## src/soc_pkg.sv

```systemverilog
package soc_pkg;

    // bus widths
    localparam int addr_w = 64;
    localparam int data_w = 64;

    // on-chip ram, organised as 32-bit words
    localparam int ram_words  = 3072;
    // byte address bits seen by the ram
    localparam int ram_addr_w = 14;

    // sd sector buffer
    localparam int sector_bytes = 512;
    localparam int buf_idx_w    = 9;

    // address map
    localparam logic [addr_w-1:0] ram_base      = 64'h0000;
    localparam logic [addr_w-1:0] ram_limit     = 64'h3000;
    localparam logic [addr_w-1:0] key_addr      = 64'h8000;
    localparam logic [addr_w-1:0] uart_addr     = 64'h8008;
    localparam logic [addr_w-1:0] sdc_addr_reg  = 64'h8010;
    localparam logic [addr_w-1:0] sdc_read_reg  = 64'h8018;
    localparam logic [addr_w-1:0] sdc_ready_reg = 64'h8020;
    localparam logic [addr_w-1:0] sdc_avail_reg = 64'h8028;
    // 512 byte window starts here
    localparam logic [addr_w-1:0] sdc_buf_base  = 64'h9000;

    // size field value of a doubleword access
    localparam logic [1:0] size_double = 2'd3;

    // load/store type
    // raw 0..3 byte, half, word, double
    // raw 4..6 unsigned byte, half, word loads
    typedef union packed {
        logic [2:0] raw;
        struct packed {
            // top bit marks the unsigned loads
            logic       unsigned_ld;
            // low two bits give the access size
            logic [1:0] size;
        } f;
    } ls_type_u;

endpackage
```

## src/sector_buffer.sv

```systemverilog
`timescale 1ns/1ps

module sector_buffer import soc_pkg::*; (
    input  logic                 CLOCK_50,
    input  logic                 KEY0,
    input  logic [7:0]           sd_byte,
    input  logic                 sd_byte_valid,
    input  logic [buf_idx_w-1:0] buf_index,
    output logic [7:0]           buf_byte,
    output logic                 sector_avail
);

    logic [7:0]           buf_mem [sector_bytes];
    logic [buf_idx_w-1:0] fill_idx;
    logic                 valid_d;
    logic                 byte_edge;
    logic                 last_seen;

    // capture on the rising edge of the valid strobe
    assign byte_edge = sd_byte_valid && !valid_d;
    assign buf_byte  = buf_mem[buf_index];

    always_ff @(posedge CLOCK_50 or negedge KEY0) begin
        if (!KEY0) begin
            valid_d      <= 1'b0;
            fill_idx     <= '0;
            last_seen    <= 1'b0;
            sector_avail <= 1'b0;
        end else begin
            valid_d   <= sd_byte_valid;
            last_seen <= 1'b0;
            // flag follows the last byte by one edge
            if (last_seen) begin
                sector_avail <= 1'b1;
            end
            if (byte_edge) begin
                // index wraps back to 0 after byte 511
                fill_idx <= fill_idx + 1'b1;
                if (fill_idx == '1) begin
                    last_seen <= 1'b1;
                end
                // next sector has started
                if (fill_idx == '0) begin
                    sector_avail <= 1'b0;
                end
            end
        end
    end

    always_ff @(posedge CLOCK_50) begin
        if (byte_edge) begin
            buf_mem[fill_idx] <= sd_byte;
        end
    end

endmodule

```

## config.mk

```make
export PLATFORM = sky130hd
export DESIGN_NAME = sector_buffer
export DESIGN_NICKNAME = d
export VERILOG_FILES = /design/src/soc_pkg.sv /design/src/sector_buffer.sv
export SDC_FILE = /design/constraint.sdc
export NUM_CORES = 2
export LEC_CHECK = 0
export ABC_AREA = 1
export BUFFER_PORTS_ARGS = -buffer_cell sky130_fd_sc_hd__buf_2
export CAP_MARGIN = 10
export CORE_MARGIN = 10
export CORE_UTILIZATION = 60
export CTS_BUF_LIST = sky130_fd_sc_hd__clkbuf_8
export DETAILED_ROUTE_END_ITERATION = 6
export GPL_ROUTABILITY_DRIVEN = 0
export PLACE_DENSITY = 0.76
export SYNTH_ARGS = -nofsm -noshare
export SYNTH_HDL_FRONTEND = slang
export SYNTH_SLANG_ARGS = --single-unit
```

## constraint.sdc

```tcl
create_clock -name CLOCK_50 -period 2.6 [get_ports CLOCK_50]
set_clock_uncertainty 0.1 [all_clocks]
set_input_delay 0.52 -clock CLOCK_50 [delete_from_list [all_inputs] [get_ports CLOCK_50]]
set_output_delay 0.52 -clock CLOCK_50 [all_outputs]
set_load 0.01 [all_outputs]
```

Yosys cells after proc, flatten, opt, wreduce, memory -nomap -nowiden
Memory sizes are Yosys's and may differ from the RTL's.
Cells that the tools add are included.
{"block": "op_classes", "n_mux": 7, "add_sub_neg": 1, "n_reduce_logical": 3, "eq_ne": 1}
{"op": "9-bit by 1-bit adder with 9-bit output (second input constant)", "count": 1}
{"op": "9-bit == test (second input constant)", "count": 1}
{"op": "9-bit zero test", "count": 1}
{"op": "1-bit two-way mux", "count": 7}
{"op": "1-bit logical AND", "count": 1}
{"op": "1-bit zero test", "count": 1}
{"block": "word_totals", "ram_bits": 4096, "in_bits": 20, "mem_count": 1, "wordCells": 17, "regBits": 12}
{"memory": "buf_mem", "words": 512, "word_bits": 8, "rd": 1, "rd_clocked_by_memory_dff": 0, "wr": 1, "line": "sector_buffer.sv:13", "source": "logic [7:0] buf_mem [sector_bytes];"}

Depth between registers and ports, before layout
{"block": "depth", "ltp_word": 4, "depth_mapped": 15}

Least setup slack after synthesis
Ideal clock, no wire load.
{"block": "synth_timing", "path_kind": "input port to output port", "startpoint": "input port buf_index[2]", "endpoint": "output port buf_byte[6]", "required_time_ns": 1.980, "cell_stages": 12, "path_slack_ns": 0.138, "arrival_ns": 1.842, "path_cell_list": "buf_2 inv_2 buf_2 buf_1 nand3_1 nand3_1 nand3_1 nand3_1 nand3_1 nand3_1 nand3_1 nand2_1"}
{"block": "synth_between", "elab_chain_cells": 1}
{"element": "start: declaration", "line": "sector_buffer.sv:8", "source": "input logic [buf_idx_w-1:0] buf_index,"}
{"element": "memory read 512 x 8 bit"}
{"element": "end: declaration", "line": "sector_buffer.sv:9", "source": "output logic [7:0] buf_byte,"}
Every way passes these cells.

Worst setup path in the final report
{"block": "layout_timing", "startpoint": "input port buf_index[0]", "endpoint": "output port buf_byte[0]"}
The elaborated chain is that of the path after synthesis.

==> impl_metrics.yaml <==
place:
  port_buffers: 28
  placed_area_um2: 182000
  place_hpwl_um: 290800
sta:
  rsz0062_at_grt: "true"
  min_period_ns: 3.535
  layout_setup_ws_ns: -0.9355
  fmax_mhz: 282.8
  tightest_slew_ns: 1.045
  maxSlewHeadroom_pct: 30.28
  hold_viol_final: 0
  period_share_pct: 136.0
  slew_violations: 0
  setup_violations: 8
critical_path:
  path_common_cell: "nand3_2"
  cp_slowest_stage_delay_ns: 0.23
  startpoint_type: "input port"
  r2r_setup_slack_ns: 0.04
  r2r_cells: 5
  critPathCaptureType: "primary output"
  worstPathArrival_ns: 2.92
  worst_ep_required_time_ns: 1.98
  crit_slowest_cell: "buf_12"
  worstSetupPathType: "input port to primary output"
  crit_chain: "buf_16 -> clkinv_16 -> buf_12 -> buf_16 -> buf_4 -> nand2_1 -> nand3_2 -> nand3_2 -> nand3_1 -> nand3_2 -> nand3_4 -> nand3_4 -> nand3_2 -> nand3_4 -> nand2_4 -> buf_6"
  crit_fanout: 18
floorplanning:
  coreArea_um2: 276700
  dieArea_um2: 299900
  top_level_ports: 29
  start_util_pct: 60.36
  die_h_um: 547.6
  die_w_um: 547.6
  rows: 193
pwr:
  total_power_mw: 135.3
  p_per_area_nw_per_um2: 676.4
  power_leakage_nw: 73.27
  ir_drop_uv: 587.3
yosys:
  synth_edf_count: 4096
  synth_cell_types: 22
  syn_inst: 13950
  ys_ff_latch: 4108
  netlist_area_um2: 167000
  synth_flop_cell: "edfxtp_1"
  syn_area_per_cell_um2: 11.97
  synth_top_area_share_pct: 73.64
  synth_common_cells: "4174 x nand2_1, 4096 x edfxtp_1, 4087 x nand3_1"
  ys_top_cells_by_area: "edfxtp_1 74%, nand3_1 12%, nand2_1 9.4%"
  async_reset_ff_share_pct: 0.2921
  synth_warnings: 0
  synth_seq_area_share_pct: 73.82
  synth_nets: 13980
  synth.most_common_cell: "nand2_1"
  yosysTopAreaCell: "edfxtp_1"
layout:
  layout.nets: 15180
  areaGrowthSynthToFinish_pct: 19.75
  layout-drive-gt1-share_pct: 19.62
  fin_area_um2: 200000
hold_path:
  min_path_type: "input port to register"
  min_path_cells: 2
drt:
  via_per_inst: 6.237
  ant_nets: 0
  wire_per_inst_um: 25.25
  num_vias: 120600
  drtPass1Iterations: 7
  wirelength_um: 488200
  drc: 3
  first_iter_violations: 19090
clock_network:
  worstSkewPairLatency_ns: 1.09
  cts_tree: "done"
  clkSlewWorstSetupHoldPaths_ns: 0.06
  cts_sinks: 4108
  cts_buffers: 642
  htree_levels: 6
  ctsLongestPathBuffers: 4
  cts_root_buf: "clkbuf_8"
status:
  status: "finished, violations left"
  failed_checks: "design-rule violations, negative setup slack"
global_routing:
  grt_overflow: 0
  grt_pass1_wl_um: 714600
  grt_pass1_vias: 115300
  grt_max_degree: 95
  grt_usage_pct: 31.04
  antenna_found_initial: 16
run:
  maxCapViolations: 0
-- cells by family (layout without fill, tap and decap cells) --
kind of cell	count (synthesis)	in the layout	share of synthesized area (%)
AO/OA/AOI/OAI	2	2	0.005993
flip-flops	4108	4108	73.82
AND/OR/NAND/NOR	8777	8777	22.80
buffers and inverters	1051	2723	3.300
adder cells (fa/ha/maj)	5	5	0.03745
XOR/XNOR	7	7	0.03671
other	0	7	0
-- worst max-delay path, delay by kind of cell --
family | cells | cell delay, ns
simple gates | 10 | 1.36
buf+inv | 6 | 0.98
-- state kept, by name (all words and copies together), names as in the netlist --
register,flops
fill_idx,9
buf_mem,4096
last_seen,1
valid_d,1
sector_avail,1
-- final timing paths --
kind,from,end
setup / recovery,buf_index[0],buf_byte[0]
hold / removal,sd_byte[0],buf_mem[458][0]$_DFFE_PP_
setup reg to reg,fill_idx[4]$_DFFE_PN0P_,buf_mem[64][7]$_DFFE_PP_
hold reg to reg,fill_idx[0]$_DFFE_PN0P_,fill_idx[0]$_DFFE_PN0P_
max in group asynchronous,KEY0,fill_idx[7]$_DFFE_PN0P_
min in group asynchronous,KEY0,sector_avail$_DFF_PN0_
-- timing repair --
item	in CTS	in global routing
cloned	20	11
setup endpoints to repair	10	63
resized for setup	728	332
pin swaps	191	141
setup buffers	25	1
hold endpoints to repair	911	0
hold buffers	12	0
-- cell type report --
| cell class | count | area, um^2 |
|---|---|---|
| antenna | 7 | 17.52 |
| clock buffer | 648 | 8919 |
| clock inverter | 461 | 2308 |
| fill | 16780 | 76730 |
| inverter | 77 | 376.6 |
| multi-input combinational | 8791 | 43380 |
| sequential | 4108 | 123300 |
| tap | 3705 | 4636 |
| timing repair buffer | 1537 | 17070 |
-- through the flow --
stage          cells  util [%]  TNS [ns]  hold slack [ns]  setup slack (ns)
2_1_floorplan  13950         -         0           0.1244            0.1383
3_3_place_gp   18160     65.75    -10.11           0.3840            -1.402
3_5_place_dp   18160     65.75    -10.05           0.3815            -1.389
4_1_cts        19320     71.54    -6.407           0.2854           -0.8201
5_1_grt        19330     72.27    -7.267           0.3159           -0.9884
6_report       19330     72.27    -7.041           0.3483           -0.9355
-- power breakdown --
part,leakage (nW),internal [mW],switching (mW)
logic,29.8,3.94,9.06
registers,36.9,73.1,0.139
clock network,6.55,24.1,25.0
-- layer usage --
layer	GRT usage (%)	vias to the layer above	share of wire, %
met5	0	-	0.028
met4	15.60	20	6.0
met3	6.727	1675	13
met2	48.18	9379	46
met1	41.89	57350	35
li1	-	52170	-
-- cells in the final DEF (no fill, tap or decap), drive strengths merged --
| cell | synthesis | layout |
|---|---|---|
| nand2 | 4174 | 4174 |
| edfxtp | 4096 | 4096 |
| nand3 | 4087 | 4087 |
| buf | 798 | 1501 |
| clkbuf | 176 | 659 |
| nor2 | 505 | 505 |
| inv | 76 | 332 |
| clkinv | 1 | 182 |
| clkinvlp | 0 | 16 |
| bufbuf | 0 | 13 |
| dfrtp | 12 | 12 |
| dlygate4sd3 | 0 | 12 |
| nor3 | 9 | 9 |
| bufinv | 0 | 8 |
| diode | 0 | 7 |
| xor2 | 7 | 7 |
| ha | 5 | 5 |
| nor4 | 2 | 2 |
| o21ai | 2 | 2 |
Power figures use the tool's default switching activity.
