File: config.mk
export PLATFORM = sky130hd
export DESIGN_NAME = key_irq
export DESIGN_NICKNAME = d
export VERILOG_FILES = /design/src/key_irq.sv
export SDC_FILE = /design/constraint.sdc
export NUM_CORES = 1
export LEC_CHECK = 0
export CORE_UTILIZATION = 35
export CTS_CLUSTER_DIAMETER = 30
export DETAILED_ROUTE_END_ITERATION = 10
export DONT_BUFFER_PORTS = 1
export HOLD_SLACK_MARGIN = 0.06
export SYNTH_ARGS = -nofsm -noshare
export SYNTH_HDL_FRONTEND = slang
export SYNTH_SLANG_ARGS = --single-unit
File: constraint.sdc
create_clock -name CLOCK_50 -period 1.7 [get_ports CLOCK_50]
set_input_delay 0.085 -clock CLOCK_50 [delete_from_list [all_inputs] [get_ports CLOCK_50]]
set_output_delay 0.085 -clock CLOCK_50 [all_outputs]
set_load 0.03 [all_outputs]
File: src/key_irq.sv
`timescale 1ns/1ps

module key_irq (
    input  logic       CLOCK_50,
    input  logic       KEY0,
    input  logic [7:0] key_ascii,
    input  logic       key_pressed,
    input  logic       irq_ack,
    output logic [7:0] key_char,
    output logic [3:0] irq_vector
);

    logic key_d;
    logic key_edge;

    // one cycle on a new key press
    assign key_edge = key_pressed && !key_d;

    always_ff @(posedge CLOCK_50 or negedge KEY0) begin
        if (!KEY0) begin
            key_d      <= 1'b0;
            key_char   <= '0;
            irq_vector <= '0;
        end else begin
            key_d <= key_pressed;
            // ack only matters while a vector is pending
            if ((irq_vector != 4'd0) && irq_ack) begin
                irq_vector <= 4'd0;
            end
            if (key_edge) begin
                key_char <= key_ascii;
                // null character raises nothing
                if (key_ascii != 8'd0) begin
                    irq_vector <= 4'd1;
                end
            end
        end
    end

endmodule

======== Word level (Yosys, flattened, before mapping) ========
Cells that the tools add are included.
storage, ports and cells
  logic and storage cells ................. 11
  flip-flop bits (word level) ............. 13
  input bits .............................. 12
operators by class
  muxes and demuxes ....................... 3
  reduce and logical (&&, ||, !) cells .... 5
operators by type and width
  kind                 number
  $mux W4              3
  $reduce_bool A8 Y1   1
  $reduce_bool A4 Y1   1
  $logic_and A1 B1 Y1  2
  $logic_not A1 Y1     1

======== Depth between registers and ports, before layout ========
Gate-level depths: netlist of run 1.
  depth after elaboration ................. 5
  gate-level depth with buffers ........... 4
  mapped depth without buffers ............ 3

======== Worst setup path after synthesis of run 1 ========
Ideal clock, no wire load.
  path kind ............................... flip-flop to flip-flop
  start ................................... register key_d
  end ..................................... register key_char[7]
  slack ................................... 651 ps
  data required time ...................... 1572 ps
  path buffers ............................ 1
  cell stages (with the launch flop) ...... 4
  arrival ................................. 921 ps
  setup time .............................. 128 ps
  period minus slack after synthesis ...... 1049 ps
  cells stage by stage .................... dfrtp_1 nand2b_1 buf_2 mux2_1
between the ends
  word-level cells in the longest chain between the ends .. 2
ends and longest elaborated chain
  item                      line  text
  start: declaration        13    logic key_d;
  start signal: assignment  25    key_d <= key_pressed;
  $logic_not A1 Y1          17    assign key_edge = key_pressed && !key_d;
  $logic_and A1 B1 Y1       17
  end signal: assignment    31    key_char <= key_ascii;
  end: declaration          9     output logic [7:0] key_char,
No other way between the ends.
A chain may end at the register's enable or synchronous reset.

======== Final worst setup path of run 1 ========
  start ................................... register key_d
  end ..................................... register key_char[3]
The elaborated chain is that of the path after synthesis.

==> results.json, run 1 <==
{
  "status": "completed",
  "post-synth-top-count-cell": "dfrtp_1",
  "fin_skew_ns": 0.00539,
  "vias": 332,
  "overflow": 0,
  "syn_inst": 31,
  "placed_area_um2": 526,
  "nets": 58,
  "syn_to_final_growth_pct": 29.3,
  "hold_violations": 0,
  "cts_hold_buf": 11,
  "drt-initial-drc-count": 4,
  "max_slew.worst_pin.slew_ns": 0.576,
  "std_cell_rows": 13,
  "syn_nets": 43,
  "cts-root-buf": "clkbuf_4",
  "fin_crit_sh": 0.700,
  "synth_commonest_cells": "13 x dfrtp_1, 7 x mux2_2, 3 x nor3b_1",
  "h-tree-depth": 1,
  "start_util": 0.384,
  "antenna_left": 0,
  "dr.pass1.iters": 4,
  "crit_fanout": 9,
  "ir_drop_uv": 527,
  "routabilityCongestion": 0.607,
  "grt_pass1_wl_um": 1310,
  "p_leak_nw": 0.280,
  "cts.sinks": 13,
  "hold_path_class": "input port to flop",
  "arrival_ns": 1.35,
  "chipHeight_um": 40.2,
  "drive_above_1_share": 0.289,
  "grt_antenna_before_repair": 0,
  "grt_pass1_vias": 308,
  "tritoncts": "yes",
  "synth-seq-area-share": 0.636,
  "synth_cell_types": 10,
  "ys.flop_type": "dfrtp_1",
  "wl_per_cell_um": 15.8,
  "ios": 24,
  "cap_violations": 0,
  "end_kind": "flop",
  "drcViolationCount": 0,
  "chipWidth_um": 40.2,
  "clock_latency_ns": 0.27,
  "ctsLongestPathBuffers": 2,
  "die_area_um2": 1620,
  "grt_start_max_net_pins": 14,
  "fin_tns_setup_ns": 0,
  "wl_um": 946,
  "fill_cells": 113,
  "postLayoutCellArea_um2": 662,
  "worst_setup_path_start_kind": "flop",
  "finalMaxSlewViolations": 0,
  "yosysWarnings": 0,
  "power_density_nw_per_um2": 1020,
  "vias_per_cell": 5.53,
  "synth_seq_cells": 13,
  "relSlewSlack": 0.615,
  "synth_area_leader_cell": "dfrtp_1",
  "finalSetupViolCount": 0,
  "critical_path_required_ns": 1.86,
  "cts_made_buffers": 3,
  "cts_setup_buffers": 0,
  "grt_usage": 0.132,
  "period_needed_ns": 1.19,
  "critical_path_class": "flop to flop",
  "async_reset_ff_frac": 1.00,
  "rsz0062_at_grt": "no",
  "syn-cell-area_um2": 512,
  "core-area_um2": 1330,
  "antennaDiodeCount": 0,
  "cts_resized": 0,
  "io_buffers": 0,
  "synth.top_cell.area_share": 0.636,
  "max_freq_mhz": 840,
  "synth.area.top_cells": "dfrtp_1 64%, mux2_2 15%, nor4_4 8.3%",
  "clk_pin_slew_ns": 0.08,
  "syn_area_per_cell_um2": 16.5,
  "synth_edf_count": 0
}
## critical path, cell delays in order, from the launching register on
cell and delay (ns):
dfrtp_1 0.32, nand2b_1 0.37, mux2_2 0.39
## worst paths after layout
check / start / endpoint / slack, ns / cells after the start
max: key_d / key_char[3] / 0.51 / 2
min: key_ascii[6] / irq_vector[3] / 0.13 / 3
max reg2reg: key_d / key_char[3] / 0.51 / 2
min reg2reg: irq_vector[2] / irq_vector[2] / 0.72 / 1
max in group asynchronous: KEY0 / key_d / 1.07 / 1
min in group asynchronous: KEY0 / irq_vector[0] / 0.25 / 1
## cells by family after synthesis
family,count (synthesis),share of synthesized area
flip-flops,13,0.636
multiplexers,8,0.176
buffers and inverters,2,0.0171
AND/OR/NAND/NOR,6,0.139
AO/OA/AOI/OAI,2,0.0318
## where the power goes
part / internal [mW] / switching [mW]
logic: 0.0436 / 0.0234
registers: 0.339 / 0.0825
clock network: 0.0907 / 0.0944
## cells in the final DEF, fill, tap and decap left out, drive strengths merged
cell	count
dfrtp	13
dlygate4sd3	11
mux2	8
clkbuf	4
nor3b	3
nor4	2
nand2b	1
a21oi	1
inv	1
a21o	1
## sequential cells by signal, indices dropped and copies added, names as in the netlist
| signal | flops |
|---|---|
| key_char | 8 |
| irq_vector | 4 |
| key_d | 1 |
## cell type report
cell class / count / area, um^2 / area share
inverters: 1 / 3.75 / 0.00567
flip-flops and latches: 13 / 325 / 0.491
multi-input cells: 16 / 178 / 0.268
well taps: 15 / 18.8 / 0.0284
repair buffers: 11 / 110 / 0.166
clock buffers: 4 / 26.3 / 0.0397
## metal layers
layer / track usage / vias up / wire length [um]
li1: - / 140 / -
met3: 0.0500 / 3 / 71
met4: 0.0500 / 0 / 17
met1: 0.127 / 164 / 332
met5: 0 / - / 0
met2: 0.250 / 25 / 525
## stage by stage
stage	hold WS, ns	instances	worst slack [ns]	total power [mW]	util
2_1_floorplan	-0.211	31	0.651	0.459	-
3_3_place_gp	-0.210	45	0.542	0.465	0.394
3_5_place_dp	-0.210	45	0.508	0.469	0.394
4_1_cts	0.126	60	0.502	0.686	0.496
5_1_grt	0.163	60	0.442	0.707	0.496
6_report	0.132	60	0.510	0.674	0.496
No activity file was read; power rests on OpenSTA's default activity.
==> inputs of run 2 (changes only) <==
ABC_AREA = 1   (was not set)
clock period = 1.03 ns   (was 1.7 ns; I/O delays follow)
==> results.json, run 2 <==
{
  "cts.sinks": 13,
  "finalSetupViolCount": 0,
  "antenna_left": 0,
  "status": "finished with violations",
  "end_kind": "output pin",
  "tritoncts": "yes",
  "max_freq_mhz": 1130,
  "drcViolationCount": 0,
  "ctsLongestPathBuffers": 2,
  "critical_path_required_ns": 0.98,
  "cts_hold_buf": 10,
  "cts-root-buf": "clkbuf_4",
  "post-route-util": 0.565,
  "h-tree-depth": 1,
  "rsz0062_at_grt": "no",
  "regMostFlops": "key_char",
  "period_needed_ns": 0.885,
  "cts_made_buffers": 3,
  "layout_common_cells": "22 x nand2_1, 13 x dfrtp_1, 13 x buf_4, 10 x dlygate4sd3_1, 8 x nand3_1",
  "synth.top_cell.area_share": 0.628,
  "routabilityCongestion": 0.713,
  "grt_pass1_wl_um": 1750,
  "grt_pass1_vias": 447,
  "final_cells": 98,
  "dp.cells": 84,
  "crit_slowest_cell": "dfrtp_1",
  "fin_skew_ns": 0.00172,
  "path_delay_family": "flip-flops",
  "worst_setup_path_start_kind": "flop",
  "largest_reg_flops": 8,
  "antennaDiodeCount": 0,
  "drt-initial-drc-count": 3,
  "syn_nets": 69,
  "hpwl_um": 731,
  "cp_slowest_stage_delay_ns": 0.39,
  "reg_top3": "key_char x8, irq_vector x4, key_d x1",
  "violations": "hold timing",
  "power_density_nw_per_um2": 1530,
  "syn_inst": 57,
  "drive_above_1_share": 0.241,
  "yosysWarnings": 0,
  "relSlewSlack": 0.625,
  "cp.buffers_inverters": 1,
  "synth_cell_types": 10,
  "vias": 466,
  "chipHeight_um": 40.5,
  "arrival_ns": 0.83,
  "syn-cell-area_um2": 518,
  "overflow": 0,
  "chipWidth_um": 40.5,
  "io_buffers": 0,
  "hold_path_class": "input port to flop",
  "synth_area_leader_cell": "dfrtp_1",
  "vias_per_cell": 4.76,
  "synth.area.top_cells": "dfrtp_1 63%, nand2_1 16%, nand3_1 7.7%",
  "critical_path_class": "flop to output pin",
  "syn_area_per_cell_um2": 9.09,
  "grt_antenna_before_repair": 0,
  "wl_um": 1110,
  "async_reset_ff_frac": 1.00,
  "synth-seq-area-share": 0.628,
  "wl_per_cell_um": 11.3,
  "grt_usage": 0.174,
  "fin_crit_sh": 0.859,
  "crit_fanout": 2,
  "mostFrequentLayoutCell": "nand2_1",
  "fin_tns_setup_ns": 0,
  "cts_setup_buffers": 0,
  "syn_to_final_growth_pct": 45.4,
  "ys.flop_type": "dfrtp_1",
  "fin_total_pwr_mw": 1.15,
  "crit_chain": "buf_4",
  "ir_drop_uv": 730,
  "seq_area_um2": 325,
  "core-area_um2": 1330,
  "nets": 96,
  "die_area_um2": 1640,
  "hold_violations": 9,
  "start_util": 0.388,
  "max_slew.worst_pin.slew_ns": 0.560,
  "finalMaxSlewViolations": 0,
  "synth_seq_cells": 13,
  "dr.pass1.iters": 4,
  "fill_cells": 134,
  "p_leak_nw": 0.394,
  "std_cell_rows": 13,
  "ios": 24,
  "synth_commonest_cells": "22 x nand2_1, 13 x dfrtp_1, 8 x nand3_1",
  "synth_edf_count": 0,
  "whs_ns": -0.199,
  "grt_start_max_net_pins": 14,
  "clock_latency_ns": 0.27,
  "clk_pin_slew_ns": 0.08,
  "multi_input_area_um2": 178,
  "cts_resized": 0,
  "post-synth-top-count-cell": "nand2_1",
  "cap_violations": 0
}
run 2: cell types whose count changed after synthesis, sizes merged, moves of 2 or more:
| cell | before | now |
|---|---|---|
| mux2 | 8 | 0 |
| nand2 | 0 | 23 |
| nor4 | 2 | 0 |
| nand3 | 0 | 8 |
| nor3b | 3 | 0 |
| nor2 | 0 | 9 |
run 2: layout make-up:
type                    count  area share
inverters                   2     0.00997
well taps                  15      0.0249
flip-flops and latches     13       0.432
multi-input cells          41       0.236
clock buffers               4      0.0349
repair buffers             23       0.262
run 2: cell families after synthesis:
family / count (synthesis) / share of synthesized area
AND/OR/NAND/NOR: 40 / 0.333
flip-flops: 13 / 0.628
buffers and inverters: 3 / 0.0290
AO/OA/AOI/OAI: 1 / 0.00965
run 2: worst paths after layout:
check / to / cells after the start / slack [ns] / startpoint
min in group asynchronous: key_char[2] / 1 / 0.20 / KEY0
max in group asynchronous: key_char[4] / 1 / 0.46 / KEY0
max: key_char[0] / 1 / 0.14 / key_char[0]
min: key_d / 0 / -0.20 / key_pressed
max reg2reg: irq_vector[2] / 4 / 0.17 / key_d
min reg2reg: key_char[4] / 2 / 0.48 / key_char[4]
run 2: layer usage:
| layer | vias to the layer above | track usage | routed length, um |
|---|---|---|---|
| li1 | 235 | - | - |
| met1 | 206 | 0.182 | 446 |
| met2 | 25 | 0.290 | 559 |
| met3 | 0 | 0.0889 | 105 |
| met4 | 0 | 0.0750 | 0 |
| met5 | - | 0 | 0 |
run 2: through the flow:
stage / worst slack, ns / instance area, um^2
CTS: 0.131 / 753
finish: 0.145 / 753
detailed placement: 0.170 / 627
global placement: 0.220 / 627
global route: 0.103 / 753
floorplan: 0.170 / 518
run 2: where the power goes:
group / switching (mW) / internal (mW) / total, mW
combinational: 0.158 / 0.107 / 0.265
sequential: 0.0239 / 0.555 / 0.578
clock: 0.159 / 0.150 / 0.309
total: 0.341 / 0.811 / 1.15
