--- src/soc_pkg.sv ---
package soc_pkg;

    // bus widths
    localparam int addr_w = 64;
    localparam int data_w = 64;

    // on-chip ram, organised as 32-bit words
    localparam int ram_words  = 3072;
    // byte address bits seen by the ram
    localparam int ram_addr_w = 14;

    // sd sector buffer
    localparam int sector_bytes = 512;
    localparam int buf_idx_w    = 9;

    // address map
    localparam logic [addr_w-1:0] ram_base      = 64'h0000;
    localparam logic [addr_w-1:0] ram_limit     = 64'h3000;
    localparam logic [addr_w-1:0] key_addr      = 64'h8000;
    localparam logic [addr_w-1:0] uart_addr     = 64'h8008;
    localparam logic [addr_w-1:0] sdc_addr_reg  = 64'h8010;
    localparam logic [addr_w-1:0] sdc_read_reg  = 64'h8018;
    localparam logic [addr_w-1:0] sdc_ready_reg = 64'h8020;
    localparam logic [addr_w-1:0] sdc_avail_reg = 64'h8028;
    // 512 byte window starts here
    localparam logic [addr_w-1:0] sdc_buf_base  = 64'h9000;

    // size field value of a doubleword access
    localparam logic [1:0] size_double = 2'd3;

    // load/store type
    // raw 0..3 byte, half, word, double
    // raw 4..6 unsigned byte, half, word loads
    typedef union packed {
        logic [2:0] raw;
        struct packed {
            // top bit marks the unsigned loads
            logic       unsigned_ld;
            // low two bits give the access size
            logic [1:0] size;
        } f;
    } ls_type_u;

endpackage
--- src/bus_ctrl.sv ---
`timescale 1ns/1ps

module bus_ctrl import soc_pkg::*; (
    input  logic                  CLOCK_50,
    input  logic                  KEY0,
    input  logic [addr_w-1:0]     bus_addr,
    input  logic [data_w-1:0]     bus_wdata,
    input  ls_type_u              bus_ls_type,
    input  logic                  bus_rd_en,
    input  logic                  bus_wr_en,
    input  logic [7:0]            key_char,
    input  logic                  sd_ready,
    input  logic [7:0]            buf_byte,
    input  logic                  sector_avail,
    input  logic [data_w-1:0]     ram_rdata,
    input  logic                  ram_done,
    output logic [data_w-1:0]     bus_rdata,
    output logic                  bus_rd_done,
    output logic                  bus_wr_done,
    output logic [7:0]            uart_data,
    output logic                  uart_valid,
    output logic [31:0]           sd_sector,
    output logic                  sd_read_start,
    output logic [buf_idx_w-1:0]  buf_index,
    output logic                  ram_start,
    output logic                  ram_write,
    output logic [ram_addr_w-1:0] ram_addr,
    output ls_type_u              ram_type,
    output logic [data_w-1:0]     ram_wdata
);

    logic              ram_hit;
    logic              key_hit;
    logic              uart_hit;
    logic              sdc_addr_hit;
    logic              sdc_read_hit;
    logic              ready_hit;
    logic              avail_hit;
    logic              buf_hit;
    logic [addr_w-1:0] buf_off;
    logic [data_w-1:0] reg_rdata;
    logic              busy;
    logic              issued;
    logic              finish;

    // decode, master holds the address until done rises
    assign ram_hit      = (bus_addr >= ram_base) && (bus_addr < ram_limit);
    assign key_hit      = (bus_addr == key_addr);
    assign uart_hit     = (bus_addr == uart_addr);
    assign sdc_addr_hit = (bus_addr == sdc_addr_reg);
    assign sdc_read_hit = (bus_addr == sdc_read_reg);
    assign ready_hit    = (bus_addr == sdc_ready_reg);
    assign avail_hit    = (bus_addr == sdc_avail_reg);
    assign buf_off      = bus_addr - sdc_buf_base;
    assign buf_hit      = (bus_addr >= sdc_buf_base) &&
                          (bus_addr < sdc_buf_base + addr_w'(sector_bytes));
    assign buf_index    = buf_off[buf_idx_w-1:0];

    // an access is open while either done flag is low
    assign busy   = !bus_rd_done || !bus_wr_done;
    // registers finish one edge after issue, ram waits for its done pulse
    assign finish = issued && (!ram_hit || ram_done);

    // ram request, sampled by the ram on the issue edge
    assign ram_start = busy && !issued && ram_hit;
    assign ram_write = !bus_wr_done;
    assign ram_addr  = bus_addr[ram_addr_w-1:0];
    assign ram_type  = bus_ls_type;
    assign ram_wdata = bus_wdata;

    // register read mux, unmapped reads give zero
    always_comb begin
        reg_rdata = '0;
        if (key_hit) begin
            reg_rdata[7:0] = key_char;
        end else if (ready_hit) begin
            reg_rdata[0] = sd_ready;
        end else if (avail_hit) begin
            reg_rdata[0] = sector_avail;
        end else if (buf_hit) begin
            reg_rdata[7:0] = buf_byte;
        end
    end

    // handshake and register side effects
    always_ff @(posedge CLOCK_50 or negedge KEY0) begin
        if (!KEY0) begin
            bus_rd_done   <= 1'b1;
            bus_wr_done   <= 1'b1;
            issued        <= 1'b0;
            uart_valid    <= 1'b0;
            sd_read_start <= 1'b0;
            sd_sector     <= '0;
        end else begin
            // strobes are single cycle
            uart_valid    <= 1'b0;
            sd_read_start <= 1'b0;
            if (!busy) begin
                // read wins if both enables come together
                if (bus_rd_en) begin
                    bus_rd_done <= 1'b0;
                end else if (bus_wr_en) begin
                    bus_wr_done <= 1'b0;
                end
            end else if (!issued) begin
                issued <= 1'b1;
            end else if (finish) begin
                issued <= 1'b0;
                if (!bus_wr_done) begin
                    bus_wr_done <= 1'b1;
                    if (sdc_addr_hit) begin
                        sd_sector <= bus_wdata[31:0];
                    end
                    if (sdc_read_hit) begin
                        sd_read_start <= 1'b1;
                    end
                    if (uart_hit) begin
                        uart_valid <= 1'b1;
                    end
                end else begin
                    bus_rd_done <= 1'b1;
                end
            end
        end
    end

    // read data and console byte
    always_ff @(posedge CLOCK_50) begin
        if (finish && !bus_rd_done) begin
            bus_rdata <= ram_hit ? ram_rdata : reg_rdata;
        end
        if (finish && !bus_wr_done && uart_hit) begin
            uart_data <= bus_wdata[7:0];
        end
    end

endmodule

--- config.mk ---
export PLATFORM = sky130hd
export DESIGN_NAME = bus_ctrl
export DESIGN_NICKNAME = d
export VERILOG_FILES = /design/src/soc_pkg.sv /design/src/bus_ctrl.sv
export SDC_FILE = /design/constraint.sdc
export NUM_CORES = 1
export LEC_CHECK = 0
export BUFFER_PORTS_ARGS = -buffer_cell sky130_fd_sc_hd__buf_2
export CAP_MARGIN = 20
export CORE_AREA = 2 2 161 163
export DETAILED_ROUTE_END_ITERATION = 6
export DIE_AREA = 0 0 163 165
export GPL_TIMING_DRIVEN = 1
export MAX_ROUTING_LAYER = met4
export SETUP_SLACK_MARGIN = 0.05
export SYNTH_ARGS = -nofsm -noshare
export SYNTH_HDL_FRONTEND = slang
export SYNTH_SLANG_ARGS = --single-unit
--- constraint.sdc ---
create_clock -name CLOCK_50 -period 9 [get_ports CLOCK_50]
set_input_delay 1.35 -clock CLOCK_50 [delete_from_list [all_inputs] [get_ports CLOCK_50]]
set_output_delay 1.35 -clock CLOCK_50 [all_outputs]
set_load 0.02 [all_outputs]
# After elaboration in Yosys (flattened, before gate mapping)
# Index checks and enable logic that the tools add are counted.
totals:
  wordCells: 73
  ff_bits: 109
  inputBits: 218
op_classes:
  muxes: 29
  n_reduce_logical: 19
  n_bitwise: 1
  n_lt_le_gt_ge: 4
  eq_ne: 10
  add_sub_neg: 1
ops:
  columns: ["op", "n"]
  rows:
  - ["64-bit by 16-bit == test with 1-bit output, second input constant", 6]
  - ["64-bit by 1-bit >= comparator with 1-bit output, second input constant", 1]
  - ["64-bit by 16-bit >= comparator with 1-bit output, second input constant", 1]
  - ["64-bit by 14-bit < comparator with 1-bit output, second input constant", 1]
  - ["64-bit by 16-bit < comparator with 1-bit output, second input constant", 1]
  - ["1-bit two-way mux", 24]
  - ["8-bit two-way mux", 3]
  - ["7-bit two-way mux", 2]
  - ["9-bit by 1-bit subtractor with 9-bit output, second input constant", 1]
  - ["1-bit logical AND", 8]
  - ["4-bit AND reduction", 2]
  - ["2-bit by 1-bit != test with 1-bit output, second input constant", 3]
  - ["5-bit AND reduction", 1]
  - ["1-bit zero test", 4]
  - ["2-bit nonzero test", 2]
  - ["1-bit logical OR", 2]
  - ["2-bit != test, second input constant", 1]
  - ["1-bit NOT", 1]

# Logic depth before layout (Yosys ltp)
# Gate-level depths: netlist (run 1).
logic_depth:
  word_depth: 8
  ltp_mapped: 6
  depth_no_buf: 5

# Worst setup path before layout (run 1)
# Ideal clock, no wire load.
synth_timing:
  kind: "input -> register"
  from: "input bus_addr[43]"
  to: "register bus_rdata[0] (enable)"
  setup_ns: 0.487
  path_stages: 5
  setup_slack_ns: 3.981
  t_arrival_ns: 4.532
  path_cell_list: "nor4_1 > nand4_1 > nor4_2 > a21bo_2 > nor2_1"
synth_via:
  elab_chain_len: 6
  elab_cells_between_ends: 7
  classes_between: "order compare (2); reduce/logical (5)"
synth_rtl:
  columns: ["item", "line_no", "rtl"]
  rows:
  - ["start: declaration", "bus_ctrl.sv:6", "input logic [addr_w-1:0] bus_addr,"]
  - ["64-bit by 1-bit >= comparator with 1-bit output or 64-bit by 14-bit < comparator with 1-bit output (tied branches)", "bus_ctrl.sv:47", "assign ram_hit = (bus_addr >= ram_base) && (bus_addr < ram_limit);"]
  - ["1-bit logical AND (*)", "bus_ctrl.sv:47", null]
  - ["1-bit zero test (*)", "bus_ctrl.sv:62", "assign finish = issued && (!ram_hit || ram_done);"]
  - ["1-bit logical OR (*)", "bus_ctrl.sv:62", null]
  - ["1-bit logical AND (*)", "bus_ctrl.sv:62", null]
  - ["1-bit logical AND (*)", "bus_ctrl.sv:129", "if (finish && !bus_rd_done) begin"]
  - ["end signal: assignment", "bus_ctrl.sv:130", "bus_rdata <= ram_hit ? ram_rdata : reg_rdata;"]
  - ["end: declaration", "bus_ctrl.sv:17", "output logic [data_w-1:0] bus_rdata,"]
# Every way passes the cells marked *; elsewhere a longest branch is shown, timed or not.
# A chain may end at the register's enable or synchronous reset.

# Worst setup path in the final report (run 1)
layout_timing:
  from: "input bus_addr[28]"
  to: "output ram_start"
layout_via:
  elab_chain_len: 3
  elab_cells_between_ends: 4
  classes_between: "order compare (2); reduce/logical (2)"
layout_rtl:
  columns: ["item", "line_no", "rtl"]
  rows:
  - ["64-bit by 1-bit >= comparator with 1-bit output or 64-bit by 14-bit < comparator with 1-bit output (tied branches)", "bus_ctrl.sv:47", null]
  - ["1-bit logical AND (*)", "bus_ctrl.sv:47", null]
  - ["1-bit logical AND (*)", "bus_ctrl.sv:65", "assign ram_start = busy && !issued && ram_hit;"]
  - ["end: declaration", "bus_ctrl.sv:25", "output logic ram_start,"]
# Marks and branches as above.

==> metrics.cfg, run 1 <==
[min_path]
hold_start = sd_sector[28]$_DFFE_PN0P_
hold_depth = 1
hold-path-endpoint = sd_sector[28]$_DFFE_PN0P_
worstHoldPathType = flop to flop

[clock_tree]
clk_latency_ns = 0.35
clock_path_buffers = 2
ctsHoldBuffers = 0
cts-root-buf = clkbuf_16
cts_tree = yes
htreeDepth = 3
cts.sinks = 109
cts_setup_buffers = 0
clk_pin_slew_ns = 0.08
cts-resized-gates = 0
numCtsBuffers = 9

[die]
num_rows = 58
die_h_um = 165
die_w_um = 163
coreArea_um2 = 25000
start_util = 0.208
pin_count = 418
dieArea_um2 = 26900

[final_layout]
drive_above_1_share = 0.637
synthToLayoutAreaGrowth_pct = 34.0
layout.nets = 863
instances_no_fill = 984
finalInstanceArea_um2 = 6970

[worst_setup_path]
r2r-start = bus_wr_done$_DFFE_PN1P_
cpPeakStageDelay_ns = 0.42
required_ns = 7.65
worst-path-max-fanout = 7
reg2reg_depth = 6
cp_common_cell = buf_2
cpMaxStageDelayCell = nor4_4
rrSetupSlack_ns = 6.82
worstReg2RegEnd = sd_sector[31]$_DFFE_PN0P_
path_class = input pin to output port
crit_path_cell_trace = buf_2, nor4_2, nand4_2, nor4_4, and3b_1, buf_2
cpLargestDelayFamily = simple AND/OR/NAND/NOR gates
arrival_ns = 2.90
setup.worst_path.start_class = input pin
path_buf_inv = 2
cp-end-kind = output port

[drt]
wl_per_cell_um = 16.6
routed_wl_um = 16300
firstDrtPassIters = 4
drt_iter0_markers = 251
drtAntennaViolNets = 0
num_vias = 3789
viasPerCell = 3.85
drc_errors = 0

[synthesis]
async_flop_share = 0.339
synth_edf_count = 72
synth-simple-area-share = 0.135
synth.avg_cell_area_um2 = 13.6
yosysWarnings = 0
synthFlopType = edfxtp_1
synth_top_family_by_area = buffers and inverters
synth_top_area_frac = 0.415
yosysMostFrequentCell = buf_4
synth.largest_area_cell = edfxtp_1
synthTopCellsByCount = buf_4 (90), edfxtp_1 (72), and2_1 (56), dfrtp_1 (35), mux2_4 (30)
synth_mux_area_frac = 0.0931
ys_seq_elements = 109
yosys.area_share.xor_xnor = 0
synth_area_um2 = 5200
netlist_top_cells_area = edfxtp_1 (42%), dfrtp_1 (17%), buf_4 (13%)
syn_nets = 600
ys_types = 38
synthAdderAreaFrac = 0
syn_inst = 382
synth_compound_area_frac = 0.0289
synth-seq-area-share = 0.594

[timing]
tightest_slew_ns = 1.14
period_share = 0.472
setup-tns-final_ns = 0
fin_crit_ns = 4.25
setup_viol = 0
relSlewSlack = 0.235
rsz0062_at_grt = no
fmax_mhz = 235
hold_viol = 0
finClkSkew_ns = 0.0129
drv_slew = 0

[place]
numPortBuffers = 347
place_area_um2 = 6670
place_congestion = 0.811
place_hpwl_um = 13200
dpl.cell_count = 963

[global_routing]
grt.total_usage = 0.119
grt_first_pass_wirelength_um = 22300
grt_antenna_before_repair = 4
grt_pass1_vias = 3670
globalRouteOverflowTotal = 0
grt_max_degree = 67

[power]
ir_drop_mv = 0.112
cellPowerDensity_nw_per_um2 = 201
p_leak_uw = 0.00351
finalPower_uw = 1400

[status]
status = complete, no violations

[flow_run]
maxCapViolCount = 0

[power breakdown]
| group | internal (uW) | switching, uW |
|---|---|---|
| sequential | 645 | 25.2 |
| clock | 199 | 190 |
| combinational | 104 | 236 |
| total | 949 | 451 |
[stage by stage]
step	hold slack [ns]	setup WS, ns	util
2_1_floorplan	0.510	3.98	-
3_3_place_gp	0.484	4.69	0.266
3_5_place_dp	0.487	4.69	0.266
4_1_cts	0.508	4.69	0.278
5_1_grt	0.524	4.62	0.279
6_report	0.506	4.75	0.279
[logic make-up (layout without fill, tap and decap cells)]
kind of cell	after synthesis	in the layout
compound gates	22	22
flops	109	109
buf+inv	111	379
mux	33	33
other cells	0	4
simple gates	107	107
[area by class of cell]
class	count	area, um2
Antenna cell	4	10.0
Sequential cell	109	3090
Clock inverter	5	47.5
Fill cell	2616	18100
Inverter	11	41.3
Timing Repair Buffer	352	1770
Multi-Input combinational cell	162	1360
Clock buffer	11	243
Tap cell	330	413
[worst reg2reg max path, cell delays in order (launching register included)]
cell,delay [ns]
dfstp_2,0.40
nand2b_1,0.21
or3_1,0.34
nor4_2,0.29
nand4_2,0.13
buf_4,0.33
mux2_4,0.38
[placed cells by master, fill, tap and decap left out, types with 4 or more instances in the layout]
| cell | count |
|---|---|
| a22oi_1 | 7 |
| and2_1 | 56 |
| buf_2 | 348 |
| buf_4 | 4 |
| clkbuf_16 | 9 |
| dfrtp_1 | 35 |
| diode_2 | 4 |
| edfxtp_1 | 72 |
| inv_1 | 11 |
| mux2_4 | 30 |
| nand2_1 | 5 |
| nor2_1 | 4 |
| nor3_1 | 4 |
| nor4_1 | 11 |
| nor4_2 | 6 |
| o21ai_0 | 7 |
[worst max-delay path by stage]
stage / cells past startpoint / endpoint / slack [ns] / from
2_1_floorplan: 5 / bus_rdata[0]$_DFFE_PP_ / 3.98 / bus_addr[43]
3_3_place_gp: 6 / ram_start / 4.69 / bus_addr[49]
3_5_place_dp: 6 / ram_start / 4.69 / bus_addr[28]
4_1_cts: 6 / ram_start / 4.69 / bus_addr[28]
5_1_grt: 6 / ram_start / 4.62 / bus_addr[49]
6_report: 6 / ram_start / 4.75 / bus_addr[28]
[registers in the layout, summed over array words and instances (netlist names)]
signal / count
bus_rd_done: 1
bus_rdata: 64
bus_wr_done: 1
issued: 1
sd_read_start: 1
sd_sector: 32
uart_data: 8
uart_valid: 1
[metal layers]
metal	track usage	up-vias	routed length, um
met5	-	-	0
met4	0.0632	0	635
met3	0.0309	58	1300
met2	0.201	214	8050
met1	0.129	1725	6360
li1	-	1792	-
(Power assumes the default switching activity.)
==> inputs of run 2 (changes only) <==
- clock period: 9 -> 3.6 ns (I/O delays scaled with it)
==> metrics.cfg, run 2 (synthesized netlist as in run 1, its figures left out) <==
[power]
cellPowerDensity_nw_per_um2 = 498  ; +150%
p_leak_uw = 0.00353  ; +0.54%
ir_drop_mv = 0.195  ; +73%

[worst_setup_path]
path_class = input pin to output port
crit_path_cell_trace = buf_2, nor4_1, nand4_1, buf_4, nor4_4, buf_4, and3b_1, buf_2
reg2reg_depth = 3  ; -3
critPathLaunch = bus_addr[42]
r2r-start = issued$_DFFE_PN0N_
worst-path-max-fanout = 41  ; +34
cpLargestDelayFamily = simple AND/OR/NAND/NOR gates
path_buf_inv = 4  ; +2
cpPeakStageDelay_ns = 0.39  ; -0.03 ns
cpMaxStageDelayCell = buf_4
setup.worst_path.start_class = input pin
arrival_ns = 2.39  ; -0.51 ns
crit_cells = 8  ; +2
cp-end-kind = output port
required_ns = 3.06  ; -4.59 ns

[global_routing]
grt_antenna_before_repair = 2  ; -2
grt_max_degree = 43  ; -36%
grt_pass1_vias = 3564  ; -2.9%
grt_first_pass_wirelength_um = 22300  ; -0.28%
globalRouteOverflowTotal = 0  ; unchanged
grt.total_usage = 0.119  ; about the same

[clock_tree]
numCtsBuffers = 9  ; unchanged
ctsHoldBuffers = 0  ; unchanged
clk_latency_ns = 0.35  ; about the same
clock_path_buffers = 2  ; unchanged
cts-resized-gates = 0  ; unchanged
htreeDepth = 3  ; unchanged
cts.sinks = 109  ; unchanged
clk_pin_slew_ns = 0.08  ; about the same
cts_setup_buffers = 0  ; unchanged
cts_tree = yes
cts-root-buf = clkbuf_16

[timing]
drv_slew = 0  ; unchanged
period_share = 0.813
hold_viol = 0  ; unchanged
fin_crit_ns = 2.93
finClkSkew_ns = 0.00674  ; -0.00620 ns
relSlewSlack = 0.432  ; +0.196
rsz0062_at_grt = no
setup-tns-final_ns = 0  ; unchanged
setup_viol = 0  ; unchanged
fmax_mhz = 341
tightest_slew_ns = 0.852  ; -0.285 ns

[drt]
drtAntennaViolNets = 0  ; unchanged
wl_per_cell_um = 16.8  ; +1.1%
drc_errors = 0  ; unchanged
routed_wl_um = 16600  ; +1.5%
viasPerCell = 3.84  ; -0.17%
drt_iter0_markers = 231  ; -8.0%
num_vias = 3794  ; +0.13%
firstDrtPassIters = 4  ; unchanged

[final_layout]
final_common_cell = buf_2
reg.largest.list = bus_rdata: 64 flops, sd_sector: 32 flops, uart_data: 8 flops
synthToLayoutAreaGrowth_pct = 34.5
largest_reg_flops = 64  ; unchanged
layout.nets = 868  ; +0.58%
drive_above_1_share = 0.638  ; +0.00124
final_util = 0.280  ; +0.000949
layout_common_cells = buf_2 (347), edfxtp_1 (72), and2_1 (56), dfrtp_1 (35), mux2_4 (30)
largest-register = bus_rdata

[die]
dieArea_um2 = 26900  ; unchanged
die_w_um = 163  ; unchanged
pin_count = 418  ; unchanged
coreArea_um2 = 25000  ; unchanged
num_rows = 58  ; unchanged
die_h_um = 165  ; unchanged
start_util = 0.208  ; unchanged

[status]
status = complete, no violations

[place]
place_hpwl_um = 13700  ; +3.8%
numPortBuffers = 347  ; unchanged
place_congestion = 0.804  ; -0.79%

[min_path]
worstHoldPathType = input pin to asynchronous set/reset pin

[flow_run]
maxCapViolCount = 0  ; unchanged

run 2: path summary, 6_finish.rpt:
kind	endpoint	slack, ns
worst min-delay path	sd_sector[10]$_DFFE_PN0P_	0.30
worst max-delay path	ram_start	0.67
worst min register to register	sd_sector[28]$_DFFE_PN0P_	0.51
min in group CLOCK_50	uart_data[1]$_DFFE_PP_	0.39
max in group asynchronous	sd_sector[4]$_DFFE_PN0P_	2.77
worst max register to register	bus_rdata[24]$_SDFFCE_PN0P_	1.42
run 2: final cells by class:
class / count / area [um2]
clock buffer: 10 / 229
antenna: 2 / 5.00
sequential: 109 / 3090
multi-input combinational: 162 / 1360
timing repair buffer: 357 / 1810
clock inverter: 6 / 50.0
tap: 330 / 413
inverter: 11 / 41.3
fill: 2621 / 18000
run 2: metal layers:
layer  up-vias  part of all wire  global-route usage
li1       1790                 -                   -
met3        28             0.076              0.0301
met4         0             0.020              0.0438
met5         -                 0                   -
met2       205              0.54               0.216
met1      1771              0.37               0.125
run 2: power breakdown:
part,internal (uW),switching (uW),total [uW],leakage (uW)
logic,261,590,850,0.00216
clock network,478,475,953,0.000136
registers,1610,70.7,1680,0.00123
total,2350,1140,3480,0.00353
run 2: worst register-to-register path, delay by kind of cell, from the launching register on:
kind / cells / cell delay, ns
buf+inv: 1 / 0.56
flops: 1 / 0.43
compound gates: 1 / 0.29
simple gates: 1 / 0.53
run 2: through the flow:
step / worst slack (ns) / hold WS, ns / total power (uW) / instances / area [um2]
finish: 0.671 / 0.296 / 3480 / 987 / 7000
global placement: 0.639 / 0.485 / 2580 / 969 / 6710
floorplan: 0.480 / 0.244 / 2270 / 382 / 5210
global route: 0.409 / 0.356 / 3670 / 987 / 7000
CTS: 0.599 / 0.308 / 3560 / 985 / 6990
detailed placement: 0.600 / 0.490 / 2580 / 969 / 6710
